==> config.mk <==
export PLATFORM = sky130hd
export DESIGN_NAME = pt2272_decoder
export DESIGN_NICKNAME = d
export VERILOG_FILES = /design/src/pt2272_pkg.sv /design/src/pt2272_decoder.sv /design/src/pt2272_frame_checker.sv /design/src/pt2272_frame_assembler.sv /design/src/pt2272_symbol_detector.sv
export VERILOG_INCLUDE_DIRS = /design/src
export SDC_FILE = /design/constraint.sdc
export NUM_CORES = 1
export LEC_CHECK = 0
export ABC_AREA = 1
export BUFFER_PORTS_ARGS = -buffer_cell sky130_fd_sc_hd__buf_4
export CAP_MARGIN = 20
export CORE_MARGIN = 3
export CORE_UTILIZATION = 61
export CTS_CLUSTER_DIAMETER = 120
export DETAILED_ROUTE_END_ITERATION = 10
export MAX_ROUTING_LAYER = met4
export PLACE_DENSITY = 0.89
export SETUP_SLACK_MARGIN = 0.1
export SYNTH_ARGS = -nofsm -noshare
export SYNTH_HDL_FRONTEND = slang
export SYNTH_HIERARCHICAL = 1
export SYNTH_SLANG_ARGS = --single-unit
export TNS_END_PERCENT = 50
==> constraint.sdc <==
create_clock -name clk -period 3.7 [get_ports clk]
set_input_delay 0.37 -clock clk [delete_from_list [all_inputs] [get_ports clk]]
set_output_delay 0.37 -clock clk [all_outputs]
set_load 0.05 [all_outputs]
==> src/pt2272_macros.svh <==
`ifndef PT2272_MACROS_SVH
`define PT2272_MACROS_SVH

// Pulse width windows in clk cycles, both ends inclusive
`define PT_SHORT_MIN 6      // Nominal short pulse is 16 cycles
`define PT_SHORT_MAX 20
`define PT_LONG_MIN 36      // Nominal long pulse is 48 cycles
`define PT_LONG_MAX 60

// A low this long after a short high closes the frame
`define PT_SYNC_MIN 256

`define PT_CNT_W 9          // Width counters, must hold PT_SYNC_MIN

// Frame layout in trits
`define PT_ADDR_TRITS 8
`define PT_DATA_TRITS 4
`define PT_FRAME_TRITS 12   // Address plus data

`endif
==> src/pt2272_pkg.sv <==
`include "pt2272_macros.svh"

package pt2272_pkg;

    // Trit codes as stored in the frame word, 2'b01 never appears
    typedef enum logic [1:0] {
        TRIT_ZERO  = 2'b00,
        TRIT_FLOAT = 2'b10,
        TRIT_ONE   = 2'b11
    } pt_trit_e;

    // What the detector saw on the line
    typedef enum logic [2:0] {
        SYM_ZERO,
        SYM_ONE,
        SYM_FLOAT,
        SYM_SYNC,
        SYM_BAD     // Width out of range or illegal half pair
    } pt_sym_kind_e;

    typedef struct packed {
        logic         valid;    // One cycle strobe
        pt_sym_kind_e kind;
    } pt_symbol_t;

    typedef pt_trit_e [`PT_ADDR_TRITS-1:0] pt_addr_t;  // Top trit received first
    typedef pt_trit_e [`PT_DATA_TRITS-1:0] pt_data_t;

    typedef struct packed {
        pt_addr_t addr;     // Upper 16 bits
        pt_data_t data;     // Lower 8 bits
    } pt_fields_t;

    // Same 24 bits, trit view while shifting and field view while checking
    typedef union packed {
        pt_trit_e [`PT_FRAME_TRITS-1:0] trits;
        pt_fields_t                     fields;
    } pt_frame_u;

    typedef struct packed {
        logic      valid;   // One cycle strobe
        pt_frame_u word;
    } pt_frame_t;

endpackage

==> src/pt2272_decoder.sv <==
`include "pt2272_macros.svh"

module pt2272_decoder (
    input  logic                      clk,
    input  logic                      reset,
    input  logic                      cod_i,        // From RF or IR receiver
    input  pt2272_pkg::pt_addr_t      address_i,    // Address pins of this decoder
    output logic [`PT_DATA_TRITS-1:0] data_o,       // Latched data
    output logic                      valid_o       // Pulse per confirmed frame
);
    import pt2272_pkg::*;

    pt_symbol_t sym;    // Detector to assembler
    pt_frame_t  frame;  // Assembler to checker

    // Line pulses to symbols
    pt2272_symbol_detector i_symbol_detector (
        .clk   (clk),
        .reset (reset),
        .cod_i (cod_i),
        .sym_o (sym)
    );

    // Symbols to 12-trit words
    pt2272_frame_assembler i_frame_assembler (
        .clk     (clk),
        .reset   (reset),
        .sym_i   (sym),
        .frame_o (frame)
    );

    // Words to confirmed data
    pt2272_frame_checker i_frame_checker (
        .clk       (clk),
        .reset     (reset),
        .frame_i   (frame),
        .address_i (address_i),
        .data_o    (data_o),
        .valid_o   (valid_o)
    );

endmodule

==> src/pt2272_frame_checker.sv <==
`include "pt2272_macros.svh"

module pt2272_frame_checker (
    input  logic                          clk,
    input  logic                          reset,
    input  pt2272_pkg::pt_frame_t         frame_i,
    input  pt2272_pkg::pt_addr_t          address_i,    // Local address, quasi-static
    output logic [`PT_DATA_TRITS-1:0]     data_o,
    output logic                          valid_o
);
    import pt2272_pkg::*;

    pt_frame_u                  cand_q;     // Last qualifying frame
    logic                       cand_vld;
    logic                       addr_ok;
    logic                       data_ok;
    logic                       qualify;
    logic                       same;
    logic [`PT_DATA_TRITS-1:0]  data_bits;

    // Address trit by trit, float only matches float
    always_comb begin
        addr_ok = 1'b1;
        for (int i = 0; i < `PT_ADDR_TRITS; i++) begin
            if (frame_i.word.fields.addr[i] != address_i[i]) addr_ok = 1'b0;
        end
    end

    // Data trits must be plain 0 or 1
    always_comb begin
        data_ok = 1'b1;
        for (int i = 0; i < `PT_DATA_TRITS; i++) begin
            data_bits[i] = (frame_i.word.fields.data[i] == TRIT_ONE);  // Bit 3 is first trit
            if ((frame_i.word.fields.data[i] != TRIT_ZERO) &&
                (frame_i.word.fields.data[i] != TRIT_ONE))
                data_ok = 1'b0;
        end
    end

    assign qualify = addr_ok & data_ok;
    assign same    = cand_vld && (frame_i.word == cand_q);

    always_ff @(posedge clk) begin
        if (frame_i.valid && qualify && !same) cand_q <= frame_i.word;  // New candidate
    end

    always_ff @(posedge clk or posedge reset) begin
        if (reset) begin
            cand_vld <= 1'b0;
            valid_o  <= 1'b0;
            data_o   <= '0;
        end else begin
            valid_o <= 1'b0;
            if (frame_i.valid) begin
                if (!qualify) begin
                    cand_vld <= 1'b0;       // Bad frame breaks the pair
                end else if (same) begin
                    cand_vld <= 1'b0;       // Confirmed, start over
                    valid_o  <= 1'b1;
                    data_o   <= data_bits;  // Held until next confirmation
                end else begin
                    cand_vld <= 1'b1;
                end
            end
        end
    end

endmodule

==> src/pt2272_frame_assembler.sv <==
`include "pt2272_macros.svh"

module pt2272_frame_assembler (
    input  logic                   clk,
    input  logic                   reset,
    input  pt2272_pkg::pt_symbol_t sym_i,
    output pt2272_pkg::pt_frame_t  frame_o
);
    import pt2272_pkg::*;

    localparam int CNT_W = $clog2(`PT_FRAME_TRITS + 2);
    localparam logic [CNT_W-1:0] FULL_CNT = `PT_FRAME_TRITS;
    localparam logic [CNT_W-1:0] OVER_CNT = `PT_FRAME_TRITS + 1;  // Overlong marker

    pt_frame_u        shift_q;      // Trits in arrival order, oldest on top
    pt_frame_u        word_q;       // Released word
    logic             word_vld;
    logic [CNT_W-1:0] trit_cnt;
    pt_trit_e         trit_in;
    logic             is_trit;

    // Symbol kind to trit code
    always_comb begin
        trit_in = TRIT_ZERO;
        is_trit = 1'b0;
        case (sym_i.kind)
            SYM_ZERO:  begin trit_in = TRIT_ZERO;  is_trit = 1'b1; end
            SYM_ONE:   begin trit_in = TRIT_ONE;   is_trit = 1'b1; end
            SYM_FLOAT: begin trit_in = TRIT_FLOAT; is_trit = 1'b1; end
            default:   is_trit = 1'b0;              // Sync or bad
        endcase
    end

    always_ff @(posedge clk) begin
        if (sym_i.valid && is_trit)
            shift_q.trits <= {shift_q.trits[`PT_FRAME_TRITS-2:0], trit_in};
        if (sym_i.valid && (sym_i.kind == SYM_SYNC))
            word_q <= shift_q;      // Capture at sync, qualified by word_vld
    end

    always_ff @(posedge clk or posedge reset) begin
        if (reset) begin
            trit_cnt <= '0;
            word_vld <= 1'b0;
        end else begin
            word_vld <= 1'b0;
            if (sym_i.valid) begin
                if (is_trit) begin
                    if (trit_cnt != OVER_CNT) trit_cnt <= trit_cnt + 1'b1;  // Stick when too long
                end else begin
                    trit_cnt <= '0;     // Bad or sync restarts the frame
                    if ((sym_i.kind == SYM_SYNC) && (trit_cnt == FULL_CNT))
                        word_vld <= 1'b1;
                end
            end
        end
    end

    assign frame_o = '{valid: word_vld, word: word_q};

endmodule

==> src/pt2272_symbol_detector.sv <==
`include "pt2272_macros.svh"

module pt2272_symbol_detector (
    input  logic                   clk,
    input  logic                   reset,
    input  logic                   cod_i,     // Async serial line
    output pt2272_pkg::pt_symbol_t sym_o
);
    import pt2272_pkg::*;

    localparam logic [`PT_CNT_W-1:0] CNT_MAX  = '1;
    localparam logic [`PT_CNT_W-1:0] SYNC_CNT = `PT_SYNC_MIN;

    logic                 cod_q1;       // Synchronizer stage 1
    logic                 cod_q2;       // Synchronizer stage 2
    logic                 cod_q3;       // Previous synced level for edges
    logic                 rise;
    logic                 fall;
    logic [`PT_CNT_W-1:0] hi_cnt;       // Cycles high so far
    logic [`PT_CNT_W-1:0] lo_cnt;       // Cycles low so far, sticks at SYNC_CNT
    logic [`PT_CNT_W-1:0] high_w;       // Last complete high width
    logic                 have_high;    // A high has been measured since reset
    logic                 half_pend;    // First half of a trit is waiting
    logic                 half_val;     // Its value, 1 = long high
    logic                 half_ok;
    logic                 half_bit;
    logic                 sync_hit;
    logic                 pend_d;
    logic                 val_d;
    pt_symbol_t           sym_d;

    function automatic logic is_short(logic [`PT_CNT_W-1:0] w);
        return (w >= `PT_SHORT_MIN) && (w <= `PT_SHORT_MAX);
    endfunction

    function automatic logic is_long(logic [`PT_CNT_W-1:0] w);
        return (w >= `PT_LONG_MIN) && (w <= `PT_LONG_MAX);
    endfunction

    always_ff @(posedge clk or posedge reset) begin
        if (reset) begin
            cod_q1 <= 1'b0;
            cod_q2 <= 1'b0;
            cod_q3 <= 1'b0;
        end else begin
            cod_q1 <= cod_i;
            cod_q2 <= cod_q1;
            cod_q3 <= cod_q2;
        end
    end

    assign rise = cod_q2 & ~cod_q3;
    assign fall = ~cod_q2 & cod_q3;

    // Counter reads the full width of a level in the edge cycle that ends it
    always_ff @(posedge clk or posedge reset) begin
        if (reset) begin
            hi_cnt <= '0;
            lo_cnt <= '0;
        end else if (cod_q2) begin
            if (rise) hi_cnt <= 1;
            else if (hi_cnt != CNT_MAX) hi_cnt <= hi_cnt + 1'b1;   // Saturate on stuck high
        end else begin
            if (fall) lo_cnt <= 1;
            else if (lo_cnt != SYNC_CNT) lo_cnt <= lo_cnt + 1'b1;  // Hold once sync seen
        end
    end

    always_ff @(posedge clk) begin
        if (fall) high_w <= hi_cnt;     // Latch high width at falling edge
    end

    // Half decode: short high + long low is 0, long high + short low is 1
    assign half_ok  = (is_short(high_w) && is_long(lo_cnt)) ||
                      (is_long(high_w) && is_short(lo_cnt));
    assign half_bit = is_long(high_w);
    assign sync_hit = ~cod_q2 & ~cod_q3 & (lo_cnt == SYNC_CNT - 1'b1);  // Reaches threshold now

    always_comb begin
        sym_d.valid = 1'b0;
        sym_d.kind  = SYM_BAD;
        pend_d      = half_pend;
        val_d       = half_val;
        if (rise && have_high && (lo_cnt != SYNC_CNT)) begin    // Sync gap already handled
            if (!half_ok) begin
                sym_d.valid = 1'b1;     // Bad width, drop the half too
                pend_d      = 1'b0;
            end else if (!half_pend) begin
                pend_d = 1'b1;          // Keep first half
                val_d  = half_bit;
            end else begin
                sym_d.valid = 1'b1;
                pend_d      = 1'b0;
                case ({half_val, half_bit})
                    2'b00:   sym_d.kind = SYM_ZERO;
                    2'b11:   sym_d.kind = SYM_ONE;
                    2'b01:   sym_d.kind = SYM_FLOAT;
                    default: sym_d.kind = SYM_BAD;      // 1 then 0 is illegal
                endcase
            end
        end else if (sync_hit && have_high) begin
            sym_d.valid = 1'b1;
            pend_d      = 1'b0;
            sym_d.kind  = (is_short(high_w) && !half_pend) ? SYM_SYNC : SYM_BAD;
        end
    end

    always_ff @(posedge clk or posedge reset) begin
        if (reset) begin
            have_high <= 1'b0;
            half_pend <= 1'b0;
            half_val  <= 1'b0;
            sym_o     <= '0;
        end else begin
            if (fall) have_high <= 1'b1;
            half_pend <= pend_d;
            half_val  <= val_d;
            sym_o     <= sym_d;     // Strobe one cycle after the deciding edge
        end
    end

endmodule

==> results.txt, run 1 <==
The run finished with clean final reports. In this run, the number of DRC markers left after iteration 0 of detailed routing was 230. The overall overflow remaining after global route came out at 0.

By count the netlist is led by sky130_fd_sc_hd__nand2_1 (175), sky130_fd_sc_hd__inv_1 (90), sky130_fd_sc_hd__edfxtp_1 (81), sky130_fd_sc_hd__nor2_1 (59), sky130_fd_sc_hd__dfrtp_1 (39). The pin count of the biggest net entering global routing came out at 29. By area, the combinational part of the netlist is dominated by simple AND/OR/NAND/NOR gates. The basic-gate share of the synthesized area counting and, or, nand and nor cells is 0.242. The share of the synthesized area in compound gates (AO/OA/AOI/OAI) came to 0.0369.

The number of sinks driven by the clock tree came out at 120. For this run, design rule violations remaining after detail routing come to 0. Broken down by cell family, the worst path's largest delay share belongs to simple AND/OR/NAND/NOR gates. The share of synthesized cell area in full adder, half adder and majority cells is 0.0269.

In the post-synthesis netlist, the cell with the most instances is sky130_fd_sc_hd__nand2_1. The number of fill cells in the layout came out at 562. The headroom to the max-slew limit came out at 0.398. From bottom edge to top edge, the die measures approximately 100 um. The detailed placement HPWL is about 7.5 mm. sky130_fd_sc_hd__edfxtp_1 takes more of the synthesized area than any other cell.

In the finished design, the share of the clock period the worst path needs comes to 0.621. The worst setup path is of the flop to flop kind. CTS built an H-tree with a depth of 4. Final hold analysis gives a worst-case slack of 0.357 ns. The number of maximum-capacitance violations came out at 0. The dominant cell type by count on the critical path is sky130_fd_sc_hd__nand2_1. The proportion of synthesized flip-flops having asynchronous set or reset came out at 0.325. The first-pass detailed-route iteration total came out at 5. The number of flops mapped to enable cells by yosys is 81. The antenna diode instance count is 0. STA classifies the critical path endpoint as a flop. The first global-routing pass estimated 17.9 mm of wire. The xor-xnor portion of the synthesized cell area is 0.0157.

The flip-flop and latch count after synthesis came out at 120. After synthesis, the cell types taking the most area are sky130_fd_sc_hd__edfxtp_1 (43%), sky130_fd_sc_hd__dfrtp_1 (17%), sky130_fd_sc_hd__nand2_1 (12%). Synthesis handed over a netlist of 579 instances. The final net count is approximately 660. The largest fanout on the critical path is 24. Wires add up to roughly 11 mm. The critical path data required time is 3.86 ns.

No sink is reached through more buffers than the 2 on the longest clock path. The post-cts repair resize count is 0. The multiplexer fraction of the synthesized cell area is 0. The row count came out at 34. The detailed-route wire length per cell is 14.6 um. The detailed router placed 3946 vias in this run. The area used by sequential logic in the layout came out at 0.00341 mm2.

The sum of negative setup slack came out at 0 ns. The starting density of the core came out at 0.635. The total global-route track usage is 0.236. The leakage power total is 3.04 nW. The cell sitting at the root of the clock tree is a sky130_fd_sc_hd__clkbuf_8. During placement, the flow inserted port buffers numbering 23.

The count of unique library cells instantiated by Yosys is 33. The number of pins exceeding their max-slew limit in the final report came out at 0. The synthesized area is roughly 0.0056 mm2.

The final weighted congestion of routability-driven global placement is 0.937. STA classifies the critical path startpoint as a flop. The multi-input combinational cells in the finished layout cover a total of 0.00180 mm2. The share of synthesized area in the top cell type comes to 0.435. For this run, the number of Yosys warnings is 6. The number of setup violations in the final report came out at 0. The core region is 0.00881 mm2. The buffers plus inverters on the worst setup path is 2. Clock latency on the worst-skew pair, taken at its later pin, is 0.50 ns. The path category of the worst min-delay check is primary input to asynchronous set/reset pin. The mean area per synthesized cell is 9.66 um2. The critical path's slowest cell is sky130_fd_sc_hd__edfxtp_1.

Compared with the post-synthesis result, the final layout area differs by 17.1%. TritonCTS built the clock tree. The peak supply drop is 0.355 mV. The delay contributed by the slowest stage of the critical path is ~0.45 ns. The final antenna-violating net count is 0. Clock-pin slew was measured on the worst setup and hold paths at 0.06 ns. The number of failing hold endpoints at the final stage is 0. The clock skew came out at 0.00871 ns. The arrival time at the worst endpoint came out at 2.46 ns. The signal on the critical path passes through ha_1, nor2_4, nand2_1, nor2_1, nand2_1, nor2_1, nand2_1, nor2_4, inv_2, nor2_2, buf_4.

The power per cell area came out at 504 mW/mm2. The setup fix buffers added after clock tree synthesis is 0. During I/O placement, the number of pins put on the boundary was 24. The fmax came out at roughly 440 MHz. The minimum period implied by the final worst setup slack came out at 2.30 ns. The part of the Yosys area used for sequential elements came out at 0.610. The floorplan step set the die width to 102 um.

The via count of the first global-routing pass was 3952. Setup repair after global routing left no endpoint under its margin. The number of antenna violations at the first check in global routing is 0. The synthesized netlist net count came out at 610. The fraction of layout instances using a drive strength above 1 is 0.154. The TritonCTS buffer count is 17. The via count normalized by instance count is 5.30.

For the pin with the worst max-slew slack, the measured transition is 0.903 ns. For this run, the leading register cell type out of synthesis is sky130_fd_sc_hd__edfxtp_1. The die area is 0.0104 mm2.
worst register-to-register path, delay by kind of cell, from the launching register on:
kind,cells,cell delay (ns)
adders and majority gates,1,0.36
buffers and inverters,2,0.39
and+or+nand+nor,8,0.76
DFF,1,0.45
report_power, final:
group / internal (mW) / switching, mW / leakage [nW] / total (mW)
clock: 1.03 / 0.581 / 0.281 / 1.61
sequential: 1.46 / 0.0455 / 1.25 / 1.51
combinational: 0.0713 / 0.105 / 1.51 / 0.177
total: 2.57 / 0.732 / 3.04 / 3.30
metrics by stage:
step	instances	setup slack, ns	utilization	area, um2	total power [mW]
2_1_floorplan	579	0.871	-	5590	1.65
3_3_place_gp	709	1.51	0.669	5890	1.69
3_5_place_dp	709	1.44	0.669	5890	1.70
4_1_cts	743	1.40	0.739	6500	3.32
5_1_grt	745	1.18	0.744	6550	3.42
6_report	745	1.40	0.744	6550	3.30
flip-flops by register name, summed over array words and instances, names as in the netlist, 4 cells and up:
signal / cells
i_frame_assembler/word_q: 24
i_frame_checker/cand_q: 24
i_symbol_detector/sym_o: 4
i_frame_assembler/shift_q: 24
i_symbol_detector/lo_cnt: 9
i_symbol_detector/high_w: 9
i_symbol_detector/hi_cnt: 9
i_frame_assembler/trit_cnt: 4
i_frame_checker/data_o: 4
routing by layer:
| metal | wire length (um) | vias to the layer above | GRT usage |
|---|---|---|---|
| met5 | 0 | - | - |
| met4 | 369 | 0 | 0.120 |
| met3 | 527 | 30 | 0.0523 |
| met2 | 5510 | 146 | 0.393 |
| met1 | 4490 | 1845 | 0.266 |
| li1 | - | 1925 | - |
layout by cell type (no fill, tap or decap), types with 2 or more instances in the layout:
cell type | synthesis | routed
sky130_fd_sc_hd__o21ai_0 | 10 | 10
sky130_fd_sc_hd__bufinv_16 | 0 | 3
sky130_fd_sc_hd__buf_4 | 1 | 24
sky130_fd_sc_hd__nand3_2 | 5 | 5
sky130_fd_sc_hd__nor3_1 | 5 | 5
sky130_fd_sc_hd__nand4_1 | 2 | 2
sky130_fd_sc_hd__dfrtp_1 | 39 | 39
sky130_fd_sc_hd__inv_6 | 0 | 3
sky130_fd_sc_hd__nand3b_1 | 3 | 3
sky130_fd_sc_hd__nor2_4 | 5 | 5
sky130_fd_sc_hd__clkinvlp_4 | 0 | 2
sky130_fd_sc_hd__dlygate4sd3_1 | 0 | 2
sky130_fd_sc_hd__a21oi_1 | 6 | 6
sky130_fd_sc_hd__nand2_1 | 175 | 175
sky130_fd_sc_hd__clkbuf_1 | 0 | 2
sky130_fd_sc_hd__xor2_1 | 2 | 2
sky130_fd_sc_hd__o22ai_1 | 2 | 2
sky130_fd_sc_hd__nor2_2 | 3 | 5
sky130_fd_sc_hd__inv_2 | 8 | 8
sky130_fd_sc_hd__nor2_1 | 59 | 57
sky130_fd_sc_hd__nand2_2 | 6 | 6
sky130_fd_sc_hd__ha_1 | 12 | 12
sky130_fd_sc_hd__clkinv_4 | 0 | 4
sky130_fd_sc_hd__or2_2 | 3 | 3
sky130_fd_sc_hd__nand3_1 | 33 | 33
sky130_fd_sc_hd__inv_1 | 90 | 90
sky130_fd_sc_hd__o21ai_2 | 5 | 5
sky130_fd_sc_hd__nor2_8 | 2 | 2
sky130_fd_sc_hd__o21ai_1 | 6 | 6
sky130_fd_sc_hd__xnor2_1 | 8 | 8
sky130_fd_sc_hd__edfxtp_1 | 81 | 81
sky130_fd_sc_hd__clkbuf_16 | 0 | 16
worst paths after layout:
path	from	end	slack, ns	cells past startpoint
max	i_frame_assembler/word_q[0]	i_frame_checker/cand_q[21]	1.40	11
min	reset	i_frame_assembler/trit_cnt[2]	0.36	3
min in group clk	i_symbol_detector/cod_q1	i_symbol_detector/cod_q2	0.36	0
min reg2reg	i_symbol_detector/cod_q1	i_symbol_detector/cod_q2	0.36	0
max reg2reg	i_frame_assembler/word_q[0]	i_frame_checker/cand_q[21]	1.40	11
max in group asynchronous	reset	i_symbol_detector/hi_cnt[1]	2.85	4
layout make-up:
class                   count  share of cell area
inverters                  98              0.0562
well taps                 108              0.0206
flip-flops and latches    120               0.521
clock buffers              19              0.0644
multi-input cells         359               0.275
repair buffers             28              0.0371
clock inverters            13              0.0260
cells by family after synthesis:
group / count (synthesis)
compound gates: 33
xor+xnor: 10
fa+ha+maj: 12
buf+inv: 100
flops: 120
simple gates: 304
timing repair:
item	in CTS	in global routing
endpoints found under the setup margin	0	0
hold buffers	2	0
hold endpoints to repair	12	0
(Power assumes the default switching activity.)
==> run 2, diff against run 1 <==
ABC_AREA = 0   (was 1)
CORE_UTILIZATION = 55   (was 61)
PLACE_DENSITY = 0.85   (was 0.89)
clock period = 2 ns   (was 3.7 ns; I/O delays follow)
==> run 2 against run 1 <==
  * Core utilization up 0.48 points
  * Count of clock-buffer cells in the layout is 2 lower
  * Synthesized area is 7.6% lower
  * Combinational power is 50% higher
  * Cell area increased by 2.1%
  * Non-clock buffer count grew 42
  * Worst setup slack worse by 1.8 ns
  * Sequential cell count is the same
  * Total power grew 94%
  * Global-route usage is 0.58 points higher
  * Critical endpoint is now i_frame_checker/data_o[0]
  * The flow now finishes with violations (setup timing)
  * Synthesized cell count decreased by 35%
==> results.txt, run 2 <==
Run status: finished, violations left (was finished, final reports clean). The checks that failed: setup timing. The clock skew is 0.0102 ns (was 0.00871 ns).

The number of failing hold endpoints at the final stage came to 0 (unchanged). The headroom to the max-slew limit is 0.632 (was 0.398). The most frequent standard cell in the layout excluding fill and tap cells is sky130_fd_sc_hd__edfxtp_1 (was sky130_fd_sc_hd__nand2_1).

The final instance count without filler cells came out at 581 (was 745). The cell chosen for the clock root is sky130_fd_sc_hd__clkbuf_8 (unchanged). The mean area per synthesized cell is 13.8 um2 (was 9.66 um2). Dominant cells by area after synthesis: sky130_fd_sc_hd__edfxtp_1 (47%), sky130_fd_sc_hd__dfrtp_1 (19%), sky130_fd_sc_hd__xnor2_1 (4.2%) (was sky130_fd_sc_hd__edfxtp_1 (43%), sky130_fd_sc_hd__dfrtp_1 (17%), sky130_fd_sc_hd__nand2_1 (12%)). The peak supply drop is 0.651 mV (was 0.355 mV). The DRC violation total after the first TritonRoute iteration was 266 (was 230). The number of maximum-capacitance violations is 0 (unchanged). The relative area change from synthesis to final layout was 29.4% (was 17.1%). The part of the Yosys area used for sequential elements came out at 0.660 (was 0.610).

The fraction of layout instances using a drive strength above 1 is 0.313 (was 0.154). The detailed placement HPWL came out at 7.12 mm (was 7.50 mm). The reg-to-reg startpoint is i_frame_assembler/word_q[1] (was i_frame_assembler/word_q[0]).

The number of pins exceeding their max-slew limit in the final report came out at 0 (unchanged). The number of buffers on the longest clock path came out at 2 (unchanged). The starting density of the core came out at 0.578 (was 0.635). The post-detailed-route DRC marker count is 0 (unchanged). The pin count of the biggest net entering global routing is 29 (unchanged). The sum of negative setup slack came out at -8.91 ns (was 0 ns).

The largest fanout on the critical path is 4 (was 24). The I/O pin count was 24 (unchanged). The prevailing post-synth register cell was sky130_fd_sc_hd__edfxtp_1 (unchanged). The final routed wirelength across all metal layers is 12.4 mm (was 10.9 mm). The via count normalized by instance count is 6.04 (was 5.30). The final antenna-violating net count is 0 (unchanged). The arrival time at the worst endpoint came out at 2.82 ns (was 2.46 ns). The post-layout utilization of the core is 0.748 (was 0.744).

Cell chain of the critical path: ha_4, nor4_2, nand2_1, or3_4, or4b_4, mux2_4 (was ha_1, nor2_4, nand2_1, nor2_1, nand2_1, nor2_1, nand2_1, nor2_4, inv_2, nor2_2, buf_4). The synthesized netlist net count is 406 (was 610). Unrepaired setup endpoints after global routing: yes (was no).

The terminus of the critical flop-to-flop path is i_frame_checker/data_o[0] (was i_frame_checker/cand_q[21]). The antenna diode instance count is 0 (unchanged). The fmax is 410 MHz (was 436 MHz). The later-pin clock latency in the skew report is 0.50 ns (about the same). The count of unique library cells instantiated by Yosys came out at 54 (was 33). The number of placed instances with taps included came out at 538 (was 709). The worst setup path category is flop to flop (unchanged). The final worst-path setup slack is -0.437 ns (was 1.40 ns).

The critical path launch point type is a flop (unchanged). The number of setup violations in the final report came out at 30 (was 0). The standard cell core area came out at 0.00893 mm2 (was 0.00881 mm2). The path category of the worst min-delay check was primary input to asynchronous set/reset pin (unchanged). The critical path data required time came out at 2.39 ns (was 3.86 ns). The clock-pin slew on the worst setup and hold paths is 0.06 ns (about the same). The flip-flop and latch count after synthesis is 120 (unchanged). The count of H-tree levels built during CTS came out at 4 (unchanged). The overall overflow remaining after global route came out at 0 (unchanged). The leakage power total came to 2.55 nW (was 3.04 nW).

The cell type with the largest total area after synthesis was sky130_fd_sc_hd__edfxtp_1 (unchanged). The synthesized area is 0.00517 mm2 (was 0.00559 mm2). The number of antenna violations at the first check in global routing came to 0 (unchanged). The power per cell area is 957 mW/mm2 (was 504 mW/mm2). The proportion of synthesized flip-flops having asynchronous set or reset came out at 0.325 (unchanged). The path depth of the worst reg2reg path came out at 6 (was 11). The TritonCTS clock tree is done (unchanged). The Yosys warning count came to 6 (unchanged). The total vias in the final route is 3511 (was 3946). The chip height is 103 um (was 102 um).

The cell with the most instances after synthesis is sky130_fd_sc_hd__edfxtp_1 (was sky130_fd_sc_hd__nand2_1). The first-pass detailed-route iteration total came out at 7 (was 5). The minimum period implied by the final worst setup slack came to 2.44 ns (was 2.30 ns). The kind of capture point of the worst setup path is a flop (unchanged). The setup slack at placement was -0.378 ns (was 1.44 ns). The number of flops mapped to enable cells by yosys was 81 (unchanged). The final clock period utilization by the worst path came out at 1.22 (was 0.621). The final net count came out at 491 (was 655). The via count of the first global-routing pass is 3574 (was 3952). Most used standard cells in the synthesized netlist: sky130_fd_sc_hd__edfxtp_1 (81), sky130_fd_sc_hd__dfrtp_1 (39), sky130_fd_sc_hd__xnor2_1 (25), sky130_fd_sc_hd__nor2_1 (20), sky130_fd_sc_hd__xor2_1 (20) (was sky130_fd_sc_hd__nand2_1 (175), sky130_fd_sc_hd__inv_1 (90), sky130_fd_sc_hd__edfxtp_1 (81), sky130_fd_sc_hd__nor2_1 (59), sky130_fd_sc_hd__dfrtp_1 (39)). The pin slew with the least headroom to its limit came out at 0.550 ns (was 0.903 ns).

Most frequent cells in the layout: sky130_fd_sc_hd__edfxtp_1 (81), sky130_fd_sc_hd__buf_4 (66), sky130_fd_sc_hd__dfrtp_1 (37) (was sky130_fd_sc_hd__nand2_1 (175), sky130_fd_sc_hd__inv_1 (90), sky130_fd_sc_hd__edfxtp_1 (81)). The row count came out at 34 (unchanged). The wire length of the first global-routing pass was 18.3 mm (was 17.9 mm).

The final weighted congestion of routability-driven global placement came out at 0.856 (was 0.937). The gate count after technology mapping came out at 375 (was 579). The total global-route track usage came out at 0.241 (was 0.236). The area share of the largest cell type after synthesis came out at 0.471 (was 0.435). The slack of the worst reg-to-reg path is -0.44 ns (was 1.40 ns). The number of sinks driven by the clock tree is 120 (unchanged). The port buffer count came out at 23 (unchanged). The critical path's slowest cell is sky130_fd_sc_hd__or4b_4 (was sky130_fd_sc_hd__edfxtp_1). The die width is 103 um (was 102 um). Registers with the most flip-flops: i_frame_assembler/shift_q: 24 flops, i_frame_assembler/word_q: 24 flops, i_frame_checker/cand_q: 24 flops (unchanged). The delay contributed by the slowest stage of the critical path came to 0.55 ns (was 0.45 ns). The TritonCTS buffer count is 17 (unchanged). The detailed-route wire length per cell is 21.4 um (was 14.6 um). The die area came out at 0.0106 mm2 (was 0.0104 mm2).
[run 2: how the worst max path moves through the flow]
stage	slack [ns]	start	endpoint
after global placement	-0.37	i_frame_assembler/word_q[7]	i_frame_checker/data_o[3]
after detailed placement	-0.38	i_frame_assembler/word_q[7]	i_frame_checker/data_o[0]
after CTS	-0.42	i_frame_assembler/word_q[1]	i_frame_checker/data_o[0]
after global routing	-0.49	i_frame_assembler/word_q[8]	i_frame_checker/data_o[0]
final	-0.44	i_frame_assembler/word_q[1]	i_frame_checker/data_o[0]
after floorplan	-0.35	i_frame_assembler/word_q[7]	i_frame_checker/data_o[0]
[run 2: layer usage]
| layer | vias to the layer above | part of all wire | global-route usage |
|---|---|---|---|
| met3 | 26 | 0.055 | 0.0548 |
| li1 | 1562 | - | - |
| met2 | 150 | 0.52 | 0.404 |
| met5 | - | 0 | - |
| met4 | 0 | 0.030 | 0.124 |
| met1 | 1773 | 0.39 | 0.271 |
[run 2: cell type report]
class                      instances  area (um2)
clock buffer                      17         414
clock inverter                    15         249
fill                             484        2250
inverter                          17        63.8
multi-input combinational        234        1870
sequential                       120        3410
tap                              108         135
timing repair buffer              70         538
[run 2: logic make-up (layout without fill, tap and decap cells)]
group / after synthesis / count (layout) / synth area share
buf+inv: 24 / 119 / 0.0196
mux: 7 / 7 / 0.0174
compound gates: 50 / 50 / 0.0649
flops: 120 / 120 / 0.660
simple gates: 117 / 120 / 0.133
fa+ha+maj: 12 / 12 / 0.0291
xor+xnor: 45 / 45 / 0.0763
[run 2: per-stage QoR]
| step | hold WS [ns] | total power [mW] | instance area [um2] |
|---|---|---|---|
| 3_3_place_gp | 0.146 | 3.01 | 5740 |
| 3_5_place_dp | 0.151 | 3.04 | 5740 |
| 2_1_floorplan | -0.0215 | 2.93 | 5180 |
| 5_1_grt | 0.191 | 6.57 | 6690 |
| 6_report | 0.182 | 6.39 | 6690 |
| 4_1_cts | 0.168 | 6.42 | 6570 |
[run 2: timing repair]
action,CTS,global route
resized for setup,16,19
hold buffers,2,0
gates cloned,1,2
hold endpoints to repair,40,0
pin swaps,10,9
buffers inserted,3,4
setup endpoints to repair,33,39
[run 2: critical path: cells and delay by family, from the launching register on]
kind	cells	cell delay [ns]
and+or+nand+nor	4	1.27
DFF	1	0.45
adders and majority gates	1	0.28
muxes	1	0.32
[run 2: where the power goes]
part	internal, mW	total, mW	switching, mW
Combinational	0.129	0.266	0.137
Clock	2.28	3.38	1.10
Sequential	2.68	2.75	0.0654
==> run 3, diff against run 2 <==
PLACE_DENSITY = 0.75   (was 0.85)
==> run 3 against run 2 <==
  * The run still ends with setup timing left
  * Die area stayed put
  * Critical path type unchanged
  * Clock skew hardly changed
  * Count of clock-buffer cells in the layout is 1 higher
  * Global-route usage is 1.5 points lower
  * Cell area is 0.49% lower
  * Sequential cell count stayed put
  * Non-clock buffer count is 1 lower
  * Worst setup slack worse by 0.032 ns
  * Largest power group unchanged
  * First-iteration DRC count is 20% lower
  * Sequential share of layout area is 0.27 points higher
  * Fmax is 1.3% lower
  * Critical path depth stayed put
==> results.txt, run 3 (synthesis gave the netlist of run 2 again) <==
The worst setup path startpoint was i_frame_assembler/word_q[6] (was i_frame_assembler/word_q[1]). The chip height is 103 um (unchanged). The DRC violation total after the first TritonRoute iteration is 214 (was 266). Registers with the most flip-flops: i_frame_assembler/shift_q: 24 flops, i_frame_assembler/word_q: 24 flops, i_frame_checker/cand_q: 24 flops (unchanged). The detailed-route wire length per cell came to 19.3 um (was 21.4 um).

The final worst-path setup slack came out at -0.469 ns (was -0.437 ns). The relative area change from synthesis to final layout came to 28.7% (was 29.4%). The row count came out at 34 (unchanged). The power per cell area was 931 mW/mm2 (was 957 mW/mm2). The post-detailed-route DRC marker count was 0 (unchanged).

The starting density of the core came out at 0.578 (unchanged). The count of H-tree levels built during CTS is 4 (unchanged). The fmax came out at 405 MHz (was 410 MHz).

The total global-route track usage is 0.226 (was 0.241). The final routed wirelength across all metal layers was 11.2 mm (was 12.4 mm). Failing checks: setup timing (unchanged).

The category of cells accounting for the largest share of critical-path delay is simple AND/OR/NAND/NOR gates (unchanged). The number of maximum-capacitance violations is 0 (unchanged). The clock skew came out at 0.00973 ns (was 0.0102 ns). The critical path data required time came out at 2.38 ns (was 2.39 ns). Unrepaired setup endpoints after global routing: yes (unchanged). The kind of capture point of the worst setup path was a flop (unchanged). The minimum period implied by the final worst setup slack came to 2.47 ns (was 2.44 ns). The critical path launch point type is a flop (unchanged). The slack of the worst reg-to-reg path is -0.47 ns (was -0.44 ns). The sum of negative setup slack came out at -6.38 ns (was -8.91 ns).

The pin count of the biggest net entering global routing is 29 (unchanged). The path category of the worst min-delay check was primary input to asynchronous set/reset pin (unchanged). The total vias in the final route is 3319 (was 3511).

The number of failing hold endpoints at the final stage came out at 0 (unchanged). The reg-to-reg startpoint is i_frame_assembler/word_q[6] (was i_frame_assembler/word_q[1]). The wire length of the first global-routing pass came out at 17.1 mm (was 18.3 mm). The later-pin clock latency in the skew report is 0.50 ns (about the same). The final antenna-violating net count is 0 (unchanged). The cell chosen for the clock root is sky130_fd_sc_hd__clkbuf_8 (unchanged). Cell chain of the critical path: ha_4, nor4_2, nand2_1, or3_1, or4b_4, mux2_4 (was ha_4, nor4_2, nand2_1, or3_4, or4b_4, mux2_4). The headroom to the max-slew limit came out at 0.700 (was 0.632).

The die width came out at 103 um (unchanged). The buffers plus inverters on the worst setup path was 0 (unchanged). The TritonCTS buffer count came out at 17 (unchanged). The final weighted congestion of routability-driven global placement is 0.859 (was 0.856).

The final clock period utilization by the worst path is 1.23 (was 1.22). The fraction of layout instances using a drive strength above 1 came out at 0.294 (was 0.313). The worst setup path category is flop to flop (unchanged). The most frequent standard cell in the layout excluding fill and tap cells was sky130_fd_sc_hd__edfxtp_1 (unchanged).

Most frequent cells in the layout: sky130_fd_sc_hd__edfxtp_1 (81), sky130_fd_sc_hd__buf_4 (61), sky130_fd_sc_hd__dfrtp_1 (36) (was sky130_fd_sc_hd__edfxtp_1 (81), sky130_fd_sc_hd__buf_4 (66), sky130_fd_sc_hd__dfrtp_1 (37)). Run status: finished, violations left (unchanged). The via count of the first global-routing pass came to 3475 (was 3574).

The number of buffers on the longest clock path is 2 (unchanged). The first-pass detailed-route iteration total is 5 (was 7). The delay contributed by the slowest stage of the critical path came out at 0.55 ns (about the same). The leakage power total came out at 2.54 nW (was 2.55 nW).

The pin slew with the least headroom to its limit is 0.449 ns (was 0.550 ns). The antenna diode instance count is 0 (unchanged). The detailed placement HPWL came to 6.71 mm (was 7.12 mm). The arrival time at the worst endpoint came to 2.85 ns (was 2.82 ns). The port buffer count is 23 (unchanged). The standard cell core area is 0.00893 mm2 (unchanged).

The number of antenna violations at the first check in global routing is 0 (unchanged). The largest fanout on the critical path is 4 (unchanged). The overall overflow remaining after global route came out at 0 (unchanged).

The final net count is 488 (was 491). The number of sinks driven by the clock tree is 120 (unchanged). The number of pins exceeding their max-slew limit in the final report is 0 (unchanged). The setup slack at placement came out at -0.400 ns (was -0.378 ns).

The peak supply drop came out at 0.641 mV (was 0.651 mV). The TritonCTS clock tree is done (unchanged). The I/O pin count was 24 (unchanged). The clock-pin slew on the worst setup and hold paths is 0.06 ns (about the same). The die area is 0.0106 mm2 (unchanged).

The via count normalized by instance count is 5.74 (was 6.04). The number of setup violations in the final report is 30 (unchanged). The critical path's slowest cell was sky130_fd_sc_hd__or4b_4 (unchanged).
## run 3: cell type report
| cell class | count | area (um2) |
|---|---|---|
| clock buffer | 18 | 418 |
| clock inverter | 14 | 205 |
| fill | 536 | 2280 |
| inverter | 17 | 63.8 |
| multi-input combinational | 232 | 1840 |
| sequential | 120 | 3410 |
| tap | 108 | 135 |
| timing repair buffer | 69 | 579 |
## run 3: through the flow
| step | hold WS (ns) | total power, mW | instance area [um2] | instances | util |
|---|---|---|---|---|---|
| CTS | 0.181 | 6.20 | 6510 | 575 | 0.728 |
| floorplan | -0.0215 | 2.93 | 5180 | 375 | - |
| finish | 0.195 | 6.19 | 6650 | 578 | 0.745 |
| global placement | 0.140 | 3.01 | 5740 | 537 | 0.642 |
| detailed placement | 0.155 | 3.02 | 5740 | 537 | 0.642 |
| global route | 0.200 | 6.39 | 6650 | 578 | 0.745 |
## run 3: worst register-to-register path, delay by kind of cell, from the launching register on
kind                       cells  cell delay (ns)
and+or+nand+nor                4             1.29
muxes                          1             0.32
adders and majority gates      1             0.26
DFF                            1             0.48
## run 3: per-layer routing
metal  global-route usage  up-vias  part of all wire
met2                0.372      106              0.53
met3               0.0582       22             0.042
met5                    -        -                 0
li1                     -     1555                 -
met1                0.257     1636              0.40
met4                0.112        0             0.025
## run 3: path summary, 6_finish.rpt
kind                                                  to  cells past startpoint
setup / recovery               i_frame_checker/data_o[3]                      6
setup reg to reg               i_frame_checker/data_o[3]                      6
hold reg to reg                 i_symbol_detector/cod_q2                      0
hold / removal             i_frame_assembler/trit_cnt[3]                      3
min in group clk                i_symbol_detector/cod_q2                      0
max in group asynchronous    i_symbol_detector/lo_cnt[3]                      4
## run 3: power by group
group,total (mW),switching (mW),internal [mW]
registers,2.74,0.0609,2.68
logic,0.257,0.131,0.126
clock network,3.19,1.06,2.14
total,6.19,1.25,4.95
## run 3: timing repair
| item | CTS | global route |
|---|---|---|
| resized for setup | 14 | 20 |
| endpoints found under the hold margin | 40 | 0 |
| cloned | 2 | 0 |
| hold buffers | 2 | 0 |
| setup endpoints to repair | 33 | 39 |
| pin swaps | 3 | 9 |
| buffers inserted | 2 | 3 |
